--- src/rtl/ctrl_pkg.sv ---
/*
  Pipeline control definitions shared by the controller FSM and the
  hazard unit. Holds the state encoding, the PC source select, the jump
  kinds, the forwarding select and the trap cause layout.
  Modules import it with a wildcard inside the module body.
*/
package ctrl_pkg;

  // controller FSM states
  typedef enum logic [2:0] {
    RESET, BOOT_SET, FIRST_FETCH, DECODE,
    IRQ_FLUSH, IRQ_TAKEN, FLUSH_EX, FLUSH_WB
  } ctrl_state_t;

  // PC source select towards the fetch stage
  typedef logic [2:0] pc_mux_t;
  localparam pc_mux_t PC_BOOT      = 3'b000;
  localparam pc_mux_t PC_JUMP      = 3'b010;
  localparam pc_mux_t PC_BRANCH    = 3'b011;
  localparam pc_mux_t PC_EXCEPTION = 3'b100;
  localparam pc_mux_t PC_MRET      = 3'b101;

  // jump kind of the instruction in decode
  typedef logic [1:0] jump_t;
  localparam jump_t BRANCH_NONE = 2'b00;
  localparam jump_t BRANCH_JAL  = 2'b01;
  localparam jump_t BRANCH_JALR = 2'b10;
  localparam jump_t BRANCH_COND = 2'b11;

  // operand source in ID
  typedef logic [1:0] fw_sel_t;
  localparam fw_sel_t SEL_REGFILE = 2'b00;
  localparam fw_sel_t SEL_FW_EX   = 2'b01;
  localparam fw_sel_t SEL_FW_WB   = 2'b10;

  // bit 5 flags an interrupt, bits 4:0 carry the interrupt id
  typedef logic [5:0] exc_cause_t;
  typedef logic [4:0] irq_id_t;
  localparam exc_cause_t EXC_CAUSE_ILLEGAL_INSN = 6'd2;
  localparam exc_cause_t EXC_CAUSE_BREAKPOINT   = 6'd3;
  localparam exc_cause_t EXC_CAUSE_ECALL_MMODE  = 6'd11;

  // one hit bit per source operand
  typedef logic [2:0] operand_hit_t;
  localparam int unsigned OP_A = 0;
  localparam int unsigned OP_B = 1;
  localparam int unsigned OP_C = 2;

endpackage

--- src/rtl/ctrl_regs_pkg.sv ---
/*
  APB types, register offsets and field positions of the controller
  register block. The FSM uses the trap-enable positions as well.
*/
package ctrl_regs_pkg;

  typedef logic [3:0]  apb_addr_t;
  typedef logic [31:0] apb_data_t;

  // register map
  localparam apb_addr_t REG_CTRL    = 4'h0;
  localparam apb_addr_t REG_TRAP_EN = 4'h4;
  localparam apb_addr_t REG_CAUSE   = 4'h8;

  // CTRL fields
  localparam int unsigned CTRL_FETCH_EN = 0;
  localparam int unsigned CTRL_MIE      = 1;
  localparam int unsigned CTRL_MPIE     = 2;

  // debug trap enables, one per instruction kind
  typedef logic [2:0] trap_en_t;
  localparam int unsigned TRAP_EN_EBRK  = 0;
  localparam int unsigned TRAP_EN_ECALL = 1;
  localparam int unsigned TRAP_EN_ILL   = 2;

endpackage

--- src/rtl/trap_if.sv ---
/*
  Link between the controller FSM and the register block. The register
  side supplies the enables, the FSM side reports trap entry and mret.
*/
interface trap_if;

  // register block to FSM
  logic                    fetch_en;
  logic                    mie;
  ctrl_regs_pkg::trap_en_t trap_en;

  // FSM to register block, single cycle pulses
  logic                    save_cause;
  ctrl_pkg::exc_cause_t    cause;
  logic                    restore_mret;

  modport fsm (
    input  fetch_en, mie, trap_en,
    output save_cause, cause, restore_mret
  );

  modport regs (
    output fetch_en, mie, trap_en,
    input  save_cause, cause, restore_mret
  );

endinterface

--- src/rtl/ctrl_fsm.sv ---
/*
  Main pipeline controller. Boots on fetch enable, redirects the PC on
  branches, jumps, traps and mret, flushes the pipe for exceptions and
  ebreak, and takes machine interrupts from the ID stage.
*/
module ctrl_fsm (
  input  logic                  clk,
  input  logic                  rst_n,
  input  logic                  instr_valid_i,
  input  logic                  illegal_insn_i,
  input  logic                  ecall_insn_i,
  input  logic                  ebrk_insn_i,
  input  logic                  mret_insn_i,
  input  logic                  branch_taken_ex_i,
  input  ctrl_pkg::jump_t       jump_in_dec_i,
  input  logic                  id_ready_i,
  input  logic                  ex_valid_i,
  input  logic                  irq_req_i,
  input  ctrl_pkg::irq_id_t     irq_id_i,
  input  logic                  jr_stall_i,
  output logic                  instr_req_o,
  output logic                  pc_set_o,
  output ctrl_pkg::pc_mux_t     pc_mux_o,
  output logic                  halt_if_o,
  output logic                  halt_id_o,
  output logic                  is_decoding_o,
  output logic                  irq_ack_o,
  output logic                  dbg_trap_o,
  trap_if.fsm                   trap
);
  import ctrl_pkg::*;
  import ctrl_regs_pkg::*;

  ctrl_state_t state_q, state_d;
  logic        jump_done_q, jump_done_d;
  logic        jump_in_dec;
  logic        irq_pending;

  assign jump_in_dec = (jump_in_dec_i == BRANCH_JAL) || (jump_in_dec_i == BRANCH_JALR);
  // enable is checked again in IRQ_FLUSH since mie may change under us
  assign irq_pending = irq_req_i & trap.mie;

  ////////////////////////////////////////////////////////////////////////////
  // next state and outputs
  ////////////////////////////////////////////////////////////////////////////
  always_comb
  begin
    state_d           = state_q;
    jump_done_d       = jump_done_q;
    instr_req_o       = 1'b1;
    pc_set_o          = 1'b0;
    pc_mux_o          = PC_BOOT;
    halt_if_o         = 1'b0;
    halt_id_o         = 1'b0;
    is_decoding_o     = 1'b0;
    irq_ack_o         = 1'b0;
    dbg_trap_o        = 1'b0;
    trap.save_cause   = 1'b0;
    trap.cause        = '0;
    trap.restore_mret = 1'b0;

    unique case (state_q)
      // idle until software sets fetch enable
      RESET:
      begin
        instr_req_o = 1'b0;
        if (trap.fetch_en)
          state_d = BOOT_SET;
      end
      BOOT_SET:
      begin
        pc_set_o = 1'b1;
        state_d  = FIRST_FETCH;
      end
      // wait for the first instruction to reach ID
      FIRST_FETCH:
      begin
        if (id_ready_i)
          state_d = DECODE;
      end
      DECODE:
      begin
        if (branch_taken_ex_i)
        begin
          // branch resolved in EX wins over anything in ID
          pc_mux_o = PC_BRANCH;
          pc_set_o = 1'b1;
        end
        else if (instr_valid_i)
        begin
          is_decoding_o = 1'b1;
          if (irq_pending)
          begin
            halt_if_o = 1'b1;
            halt_id_o = 1'b1;
            state_d   = IRQ_FLUSH;
          end
          else if (jump_in_dec)
          begin
            // target known in ID so redirect once the jr hazard is gone
            pc_mux_o = PC_JUMP;
            if (!jr_stall_i && !jump_done_q)
            begin
              pc_set_o    = 1'b1;
              jump_done_d = 1'b1;
            end
          end
          else if (ebrk_insn_i)
          begin
            // ebreak only flushes and is not recorded as a cause
            halt_if_o = 1'b1;
            halt_id_o = 1'b1;
            state_d   = FLUSH_EX;
          end
          else if (ecall_insn_i || illegal_insn_i)
          begin
            halt_if_o       = 1'b1;
            halt_id_o       = 1'b1;
            trap.save_cause = 1'b1;
            trap.cause      = ecall_insn_i ? EXC_CAUSE_ECALL_MMODE : EXC_CAUSE_ILLEGAL_INSN;
            state_d         = FLUSH_EX;
          end
          else if (mret_insn_i)
          begin
            halt_if_o         = 1'b1;
            halt_id_o         = 1'b1;
            trap.restore_mret = 1'b1;
            state_d           = FLUSH_EX;
          end
        end
      end
      // drain EX before redirecting
      FLUSH_EX:
      begin
        halt_if_o = 1'b1;
        halt_id_o = 1'b1;
        if (ex_valid_i)
          state_d = FLUSH_WB;
      end
      // instruction is still held in ID by halt_id
      FLUSH_WB:
      begin
        halt_if_o = 1'b1;
        halt_id_o = 1'b1;
        if (ecall_insn_i)
        begin
          pc_mux_o   = PC_EXCEPTION;
          pc_set_o   = 1'b1;
          dbg_trap_o = trap.trap_en[TRAP_EN_ECALL];
        end
        else if (illegal_insn_i)
        begin
          pc_mux_o   = PC_EXCEPTION;
          pc_set_o   = 1'b1;
          dbg_trap_o = trap.trap_en[TRAP_EN_ILL];
        end
        else if (mret_insn_i)
        begin
          pc_mux_o = PC_MRET;
          pc_set_o = 1'b1;
        end
        else if (ebrk_insn_i)
          dbg_trap_o = trap.trap_en[TRAP_EN_EBRK];
        state_d = DECODE;
      end
      IRQ_FLUSH:
      begin
        halt_if_o = 1'b1;
        halt_id_o = 1'b1;
        // request withdrawn so resume with the instruction in ID
        state_d   = irq_pending ? IRQ_TAKEN : DECODE;
      end
      IRQ_TAKEN:
      begin
        pc_mux_o        = PC_EXCEPTION;
        pc_set_o        = 1'b1;
        irq_ack_o       = 1'b1;
        trap.save_cause = 1'b1;
        trap.cause      = {1'b1, irq_id_i};
        state_d         = DECODE;
      end
    endcase
  end

  always_ff @(posedge clk or negedge rst_n)
  begin
    if (!rst_n)
    begin
      state_q     <= RESET;
      jump_done_q <= 1'b0;
    end
    else
    begin
      state_q     <= state_d;
      // jump stays done until ID accepts the next instruction
      jump_done_q <= jump_done_d & ~id_ready_i;
    end
  end

endmodule

--- src/rtl/hazard_unit.sv ---
/*
  Data hazard logic for the ID stage. Detects load-use and jump-register
  stalls, drops the register write enable and selects forwarding sources.
  Purely combinational.
*/
module hazard_unit (
  input  logic                   is_decoding_i,
  input  logic                   illegal_insn_i,
  input  ctrl_pkg::jump_t        jump_in_dec_i,
  input  logic                   data_req_ex_i,
  input  logic                   regfile_we_ex_i,
  input  logic                   regfile_we_wb_i,
  input  logic                   regfile_alu_we_fw_i,
  input  logic                   wb_ready_i,
  input  ctrl_pkg::operand_hit_t hit_ex_i,
  input  ctrl_pkg::operand_hit_t hit_wb_i,
  input  ctrl_pkg::operand_hit_t hit_alu_i,
  output logic                   load_stall_o,
  output logic                   jr_stall_o,
  output logic                   deassert_we_o,
  output ctrl_pkg::fw_sel_t      fw_sel_a_o,
  output ctrl_pkg::fw_sel_t      fw_sel_b_o,
  output ctrl_pkg::fw_sel_t      fw_sel_c_o
);
  import ctrl_pkg::*;

  operand_hit_t fw_wb;
  operand_hit_t fw_alu;

  // ALU result is younger than WB, so it wins
  function automatic fw_sel_t fw_select(input logic wb_hit, input logic alu_hit);
    fw_sel_t sel;
    sel = SEL_REGFILE;
    if (wb_hit)
      sel = SEL_FW_WB;
    if (alu_hit)
      sel = SEL_FW_EX;
    return sel;
  endfunction

  // load in EX, or a load stuck in WB, feeding an ID operand
  assign load_stall_o = ((data_req_ex_i & regfile_we_ex_i) | (~wb_ready_i & regfile_we_wb_i))
                        & (|hit_ex_i);

  // jalr target register still in flight anywhere down the pipe
  assign jr_stall_o = (jump_in_dec_i == BRANCH_JALR) &&
                      ((hit_wb_i[OP_A] & regfile_we_wb_i) |
                       (hit_ex_i[OP_A] & regfile_we_ex_i) |
                       (hit_alu_i[OP_A] & regfile_alu_we_fw_i));

  assign deassert_we_o = ~is_decoding_i | illegal_insn_i | load_stall_o | jr_stall_o;

  // hits that come with a live write enable
  assign fw_wb  = hit_wb_i & {3{regfile_we_wb_i}};
  assign fw_alu = hit_alu_i & {3{regfile_alu_we_fw_i}};

  assign fw_sel_a_o = fw_select(fw_wb[OP_A], fw_alu[OP_A]);
  assign fw_sel_b_o = fw_select(fw_wb[OP_B], fw_alu[OP_B]);
  assign fw_sel_c_o = fw_select(fw_wb[OP_C], fw_alu[OP_C]);

endmodule

--- src/rtl/ctrl_csr_regs.sv ---
/*
  APB register block beside the controller. Holds fetch enable, the
  interrupt enable and its saved copy, the debug trap enables and the last
  trap cause. No wait states; CAUSE is read only.
*/
module ctrl_csr_regs (
  input  logic                     clk,
  input  logic                     rst_n,
  input  logic                     psel_i,
  input  logic                     penable_i,
  input  logic                     pwrite_i,
  input  ctrl_regs_pkg::apb_addr_t paddr_i,
  input  ctrl_regs_pkg::apb_data_t pwdata_i,
  output ctrl_regs_pkg::apb_data_t prdata_o,
  output logic                     pready_o,
  output logic                     pslverr_o,
  trap_if.regs                     trap
);
  import ctrl_pkg::*;
  import ctrl_regs_pkg::*;

  logic       fetch_en_q, mie_q, mpie_q;
  trap_en_t   trap_en_q;
  exc_cause_t cause_q;
  logic       access, mapped, wr_ctrl, wr_trap_en, irq_save;

  ////////////////////////////////////////////////////////////////////////////
  // APB decode
  ////////////////////////////////////////////////////////////////////////////
  assign access     = psel_i & penable_i;
  assign mapped     = (paddr_i == REG_CTRL) || (paddr_i == REG_TRAP_EN) || (paddr_i == REG_CAUSE);
  assign wr_ctrl    = access & pwrite_i & (paddr_i == REG_CTRL);
  assign wr_trap_en = access & pwrite_i & (paddr_i == REG_TRAP_EN);
  assign pready_o   = 1'b1;
  assign pslverr_o  = access & (~mapped | (pwrite_i & (paddr_i == REG_CAUSE)));

  always_comb
  begin
    prdata_o = '0;
    case (paddr_i)
      REG_CTRL:
      begin
        prdata_o[CTRL_FETCH_EN] = fetch_en_q;
        prdata_o[CTRL_MIE]      = mie_q;
        prdata_o[CTRL_MPIE]     = mpie_q;
      end
      REG_TRAP_EN: prdata_o[$bits(trap_en_t)-1:0] = trap_en_q;
      REG_CAUSE:   prdata_o[$bits(exc_cause_t)-1:0] = cause_q;
      default:     prdata_o = '0;
    endcase
  end

  // only an interrupt entry touches the enable stack
  assign irq_save = trap.save_cause & trap.cause[5];

  always_ff @(posedge clk or negedge rst_n)
  begin
    if (!rst_n)
    begin
      fetch_en_q <= 1'b0;
      mie_q      <= 1'b0;
      mpie_q     <= 1'b0;
      trap_en_q  <= '0;
      cause_q    <= '0;
    end
    else
    begin
      if (wr_ctrl)
        fetch_en_q <= pwdata_i[CTRL_FETCH_EN];
      if (wr_trap_en)
        trap_en_q <= pwdata_i[$bits(trap_en_t)-1:0];
      if (trap.save_cause)
        cause_q <= trap.cause;
      // trap side beats a software write of mie or mpie
      if (irq_save)
      begin
        mpie_q <= mie_q;
        mie_q  <= 1'b0;
      end
      else if (trap.restore_mret)
      begin
        mie_q  <= mpie_q;
        mpie_q <= 1'b1;
      end
      else if (wr_ctrl)
      begin
        mie_q  <= pwdata_i[CTRL_MIE];
        mpie_q <= pwdata_i[CTRL_MPIE];
      end
    end
  end

  assign trap.fetch_en = fetch_en_q;
  assign trap.mie      = mie_q;
  assign trap.trap_en  = trap_en_q;

endmodule

--- src/rtl/core_ctrl_top.sv ---
/*
  Top level of the pipeline controller. Joins the controller FSM, the
  hazard unit and the APB register block; everything outside sees plain
  ports only.
*/
module core_ctrl_top (
  input  logic                     clk,
  input  logic                     rst_n,
  // APB slave
  input  logic                     psel_i,
  input  logic                     penable_i,
  input  logic                     pwrite_i,
  input  ctrl_regs_pkg::apb_addr_t paddr_i,
  input  ctrl_regs_pkg::apb_data_t pwdata_i,
  output ctrl_regs_pkg::apb_data_t prdata_o,
  output logic                     pready_o,
  output logic                     pslverr_o,
  // decode and pipeline status
  input  logic                     instr_valid_i,
  input  logic                     illegal_insn_i,
  input  logic                     ecall_insn_i,
  input  logic                     ebrk_insn_i,
  input  logic                     mret_insn_i,
  input  logic                     branch_taken_ex_i,
  input  ctrl_pkg::jump_t          jump_in_dec_i,
  input  logic                     id_ready_i,
  input  logic                     ex_valid_i,
  input  logic                     irq_req_i,
  input  ctrl_pkg::irq_id_t        irq_id_i,
  // operand hazards
  input  logic                     data_req_ex_i,
  input  logic                     regfile_we_ex_i,
  input  logic                     regfile_we_wb_i,
  input  logic                     regfile_alu_we_fw_i,
  input  logic                     wb_ready_i,
  input  ctrl_pkg::operand_hit_t   hit_ex_i,
  input  ctrl_pkg::operand_hit_t   hit_wb_i,
  input  ctrl_pkg::operand_hit_t   hit_alu_i,
  // fetch and pipeline control
  output logic                     instr_req_o,
  output logic                     pc_set_o,
  output ctrl_pkg::pc_mux_t        pc_mux_o,
  output logic                     halt_if_o,
  output logic                     halt_id_o,
  output logic                     is_decoding_o,
  output logic                     irq_ack_o,
  output logic                     dbg_trap_o,
  output logic                     load_stall_o,
  output logic                     jr_stall_o,
  output logic                     deassert_we_o,
  output ctrl_pkg::fw_sel_t        fw_sel_a_o,
  output ctrl_pkg::fw_sel_t        fw_sel_b_o,
  output ctrl_pkg::fw_sel_t        fw_sel_c_o
);

  trap_if trap ();

  // jr stall from the hazard unit gates the jump redirect
  ctrl_fsm i_fsm (
    .jr_stall_i (jr_stall_o),
    .trap       (trap),
    .*
  );

  hazard_unit i_hazard (
    .is_decoding_i (is_decoding_o),
    .*
  );

  ctrl_csr_regs i_regs (
    .trap (trap),
    .*
  );

endmodule

--- config.mk ---
export PLATFORM = sky130hd
export DESIGN_NAME = core_ctrl_top
export DESIGN_NICKNAME = d
export VERILOG_FILES = /design/src/rtl/ctrl_pkg.sv /design/src/rtl/ctrl_regs_pkg.sv /design/src/rtl/trap_if.sv /design/src/rtl/ctrl_fsm.sv /design/src/rtl/hazard_unit.sv /design/src/rtl/ctrl_csr_regs.sv /design/src/rtl/core_ctrl_top.sv
export SDC_FILE = /design/constraint.sdc
export NUM_CORES = 1
export LEC_CHECK = 0
export BUFFER_PORTS_ARGS = -buffer_cell sky130_fd_sc_hd__buf_2
export CORE_MARGIN = 2
export CORE_UTILIZATION = 41
export CTS_CLUSTER_DIAMETER = 60
export DETAILED_ROUTE_END_ITERATION = 12
export PLACE_DENSITY = 0.88
export REMOVE_ABC_BUFFERS = 1
export SLEW_MARGIN = 30
export SYNTH_ARGS = -nofsm -noshare
export SYNTH_HDL_FRONTEND = slang
export SYNTH_SLANG_ARGS = --single-unit
--- constraint.sdc ---
create_clock -name clk -period 2.1 [get_ports clk]
set_input_delay 0 -clock clk [delete_from_list [all_inputs] [get_ports clk]]
set_output_delay 0 -clock clk [all_outputs]
set_load 0.02 [all_outputs]
==> flow_summary.ini <==
[run_status]
status = finished clean

[synth]
ys_seq_area_frac = 0.291
synthArstFlopShare = 1.00
yosysWarnings = 0
syn-cell-area_mm2 = 0.00138
syn_inst = 173
syn_area_per_cell_um2 = 7.96
synth-edff-count = 0
yosys_most_used_dff = dfrtp_1
netlist-cell-type-count = 40
ys_seq_elements = 16

[pwr]
p_leak_nw = 0.950
swShare = 0.414
comb_power_share = 0.440
p_int_uw = 743
power_frac_seq = 0.400
switching_power_uw = 525
vdd_drop_max_v = 0.000405
power_density_mw_per_mm2 = 713
pwr-share-clk = 0.160

[worst_setup_path]
r2r_slack_ns = 0.20
criticalPathCategory = register to primary output
cp-start-kind = register
worst_path_largest_cell_delay_ns = 0.52
required_ns = 2.10
slowest_stage = or4_1
cp.arrival_ns = 1.97
path_max_fanout = 13
crit_chain = and3b_1, nand2b_1, or4_1, buf_2
critPathCaptureType = primary output

[timing]
setup-violations-final = 0
finalCritPeriodShare = 0.940
drv_slew = 0
fin_setup_tns_ns = 0
fmax_mhz = 506
fin_crit_ns = 1.97
fin_skew_ns = 0.00393
hold_violations = 0
grt_setup_unrepaired = no

[floorplan]
io_pins = 124
die-area_mm2 = 0.00384
fp-row-count = 21
die_w_um = 61.9
core_area_mm2 = 0.00328
start_util = 0.419
die_y_um = 61.9

[cts]
cts_resized = 0
cts.sinks = 16
cts_tree = done
path_clk_slew_ns = 0.09
clk_path_buf_depth = 2
cts_root_buffer = clkbuf_4
ctsHtreeMaxLevel = 1
numCtsBuffers = 3
clk_latency_ns = 0.28

[placed_design]
port_buffers = 67
place_congestion = 0.873
hpwl_mm = 2.72
placed_cells = 278

[routing]
drc = 0
first_pass_iters = 4
vias = 1383
wire_per_inst_um = 11.6
routed_wl_mm = 3.41
ant_nets = 0
dr.first_iter.drc_count = 43
vias_per_cell = 4.72

[cells_and_area]
num_antenna_cells = 0
nNetsFinal = 320
drive_gt1_frac = 0.320
fin_cells = 293
area_growth_syn_to_layout_pct = 29.1
final_core_util = 0.541

[global_route]
grt_pass1_vias = 1232
antenna_found_initial = 0
grt_usage = 0.186
grt_pass1_wl_mm = 5.40
grt.overflow.total = 0
grt_max_degree = 17

[job]
maxCapViolCount = 0

[min_path]
hold_class = input pin to register
-- synth_stat cells (2+ instances only) --
cell	instances	share of area
conb_1	2	0.0055
mux2i_1	5	0.036
buf_4	29	0.16
or4_1	2	0.011
nor3_1	3	0.011
nand3b_1	2	0.011
nor2b_1	4	0.018
nor3b_1	3	0.016
nand2b_1	7	0.032
clkbuf_1	4	0.011
and2_1	8	0.036
a31oi_1	2	0.0091
o21ai_0	8	0.029
dfrtp_1	16	0.29
nand3_1	2	0.0073
o22ai_1	3	0.014
inv_1	3	0.0082
a21oi_1	12	0.044
nor2_1	19	0.052
a221o_1	2	0.015
mux2_2	3	0.025
nand2_1	16	0.044
-- power by group through the flow --
stage	clock [mW]	combinational, mW	sequential (mW)
global route	0.221	0.622	0.521
floorplan	0	0.386	0.472
CTS	0.210	0.558	0.506
global placement	0	0.528	0.504
detailed placement	0	0.539	0.512
finish	0.203	0.557	0.507
-- routing by layer --
layer,GRT usage,vias to the layer above,share of wire
li1,-,698,-
met1,0.243,612,0.43
met2,0.323,71,0.48
met3,0.0455,2,0.086
met4,0.0182,0,0.0023
met5,0,-,0
-- cell type report --
cell class              instances  area [um2]
inverters                       4        15.0
flip-flops and latches         16         400
clock buffers                   4        36.3
fillers                       328        1510
well taps                      46        57.6
multi-input cells             145         822
repair buffers                 78         445
-- sequential cells by signal, summed over array words and instances (netlist names) --
| name | count |
|---|---|
| i_fsm.jump_done_q | 1 |
| i_fsm.state_q | 3 |
| i_regs.cause_q | 6 |
| i_regs.mpie_q | 1 |
| i_regs.trap.fetch_en | 1 |
| i_regs.trap.mie | 1 |
| i_regs.trap.trap_en | 3 |
-- final timing paths --
path / end / start / cells after the start
min: i_regs.trap.mie / mret_insn_i / 3
min reg2reg: i_regs.cause_q[5] / i_regs.cause_q[5] / 1
max: deassert_we_o / i_fsm.state_q[2] / 4
max in group asynchronous: i_regs.cause_q[2] / rst_n / 2
max reg2reg: i_fsm.jump_done_q / i_regs.trap.mie / 5
min in group asynchronous: i_regs.cause_q[5] / rst_n / 2
-- cell families after synthesis --
logic type / synth area share
other cells: 0.00546
flops: 0.291
mux: 0.0718
fa+ha+maj: 0.00909
simple gates: 0.291
compound gates: 0.152
buf+inv: 0.180
-- critical path: cells and delay by family, from the launching register on --
family | cells | cell delay, ns
buf+inv | 1 | 0.17
flops | 1 | 0.51
simple gates | 3 | 1.00
-- layout by cell type, fill, tap and decap left out, types with 3 or more instances in the layout --
cell	instances
nand2_1	16
nand2b_1	7
nor2b_1	4
dlygate4sd3_1	11
dfrtp_1	16
inv_1	3
nor3b_1	3
nor2_1	19
buf_2	67
clkbuf_4	3
nor3_1	3
o21ai_0	8
a21oi_1	12
o22ai_1	3
and2_1	8
conb_1	27
mux2i_1	5
mux2_2	3
-- repair_timing --
| action | in CTS | in global routing |
|---|---|---|
| buffers inserted | 0 | 0 |
| hold buffers | 11 | 0 |
| endpoints found under the setup margin | 0 | 0 |
| hold endpoints to repair | 26 | 0 |
-- per-stage QoR --
| stage | power [mW] | hold WS [ns] | area, um2 | worst slack [ns] |
|---|---|---|---|---|
| 6_report | 1.27 | 0.0354 | 1780 | 0.125 |
| 5_1_grt | 1.36 | 0.0494 | 1780 | 0.00174 |
| 4_1_cts | 1.27 | 0.0245 | 1780 | 0.101 |
| 3_5_place_dp | 1.05 | -0.0660 | 1630 | 0.337 |
| 3_3_place_gp | 1.03 | -0.0759 | 1630 | 0.428 |
| 2_1_floorplan | 0.858 | -0.296 | 1240 | 0.327 |
Power figures use the tool's default switching activity.
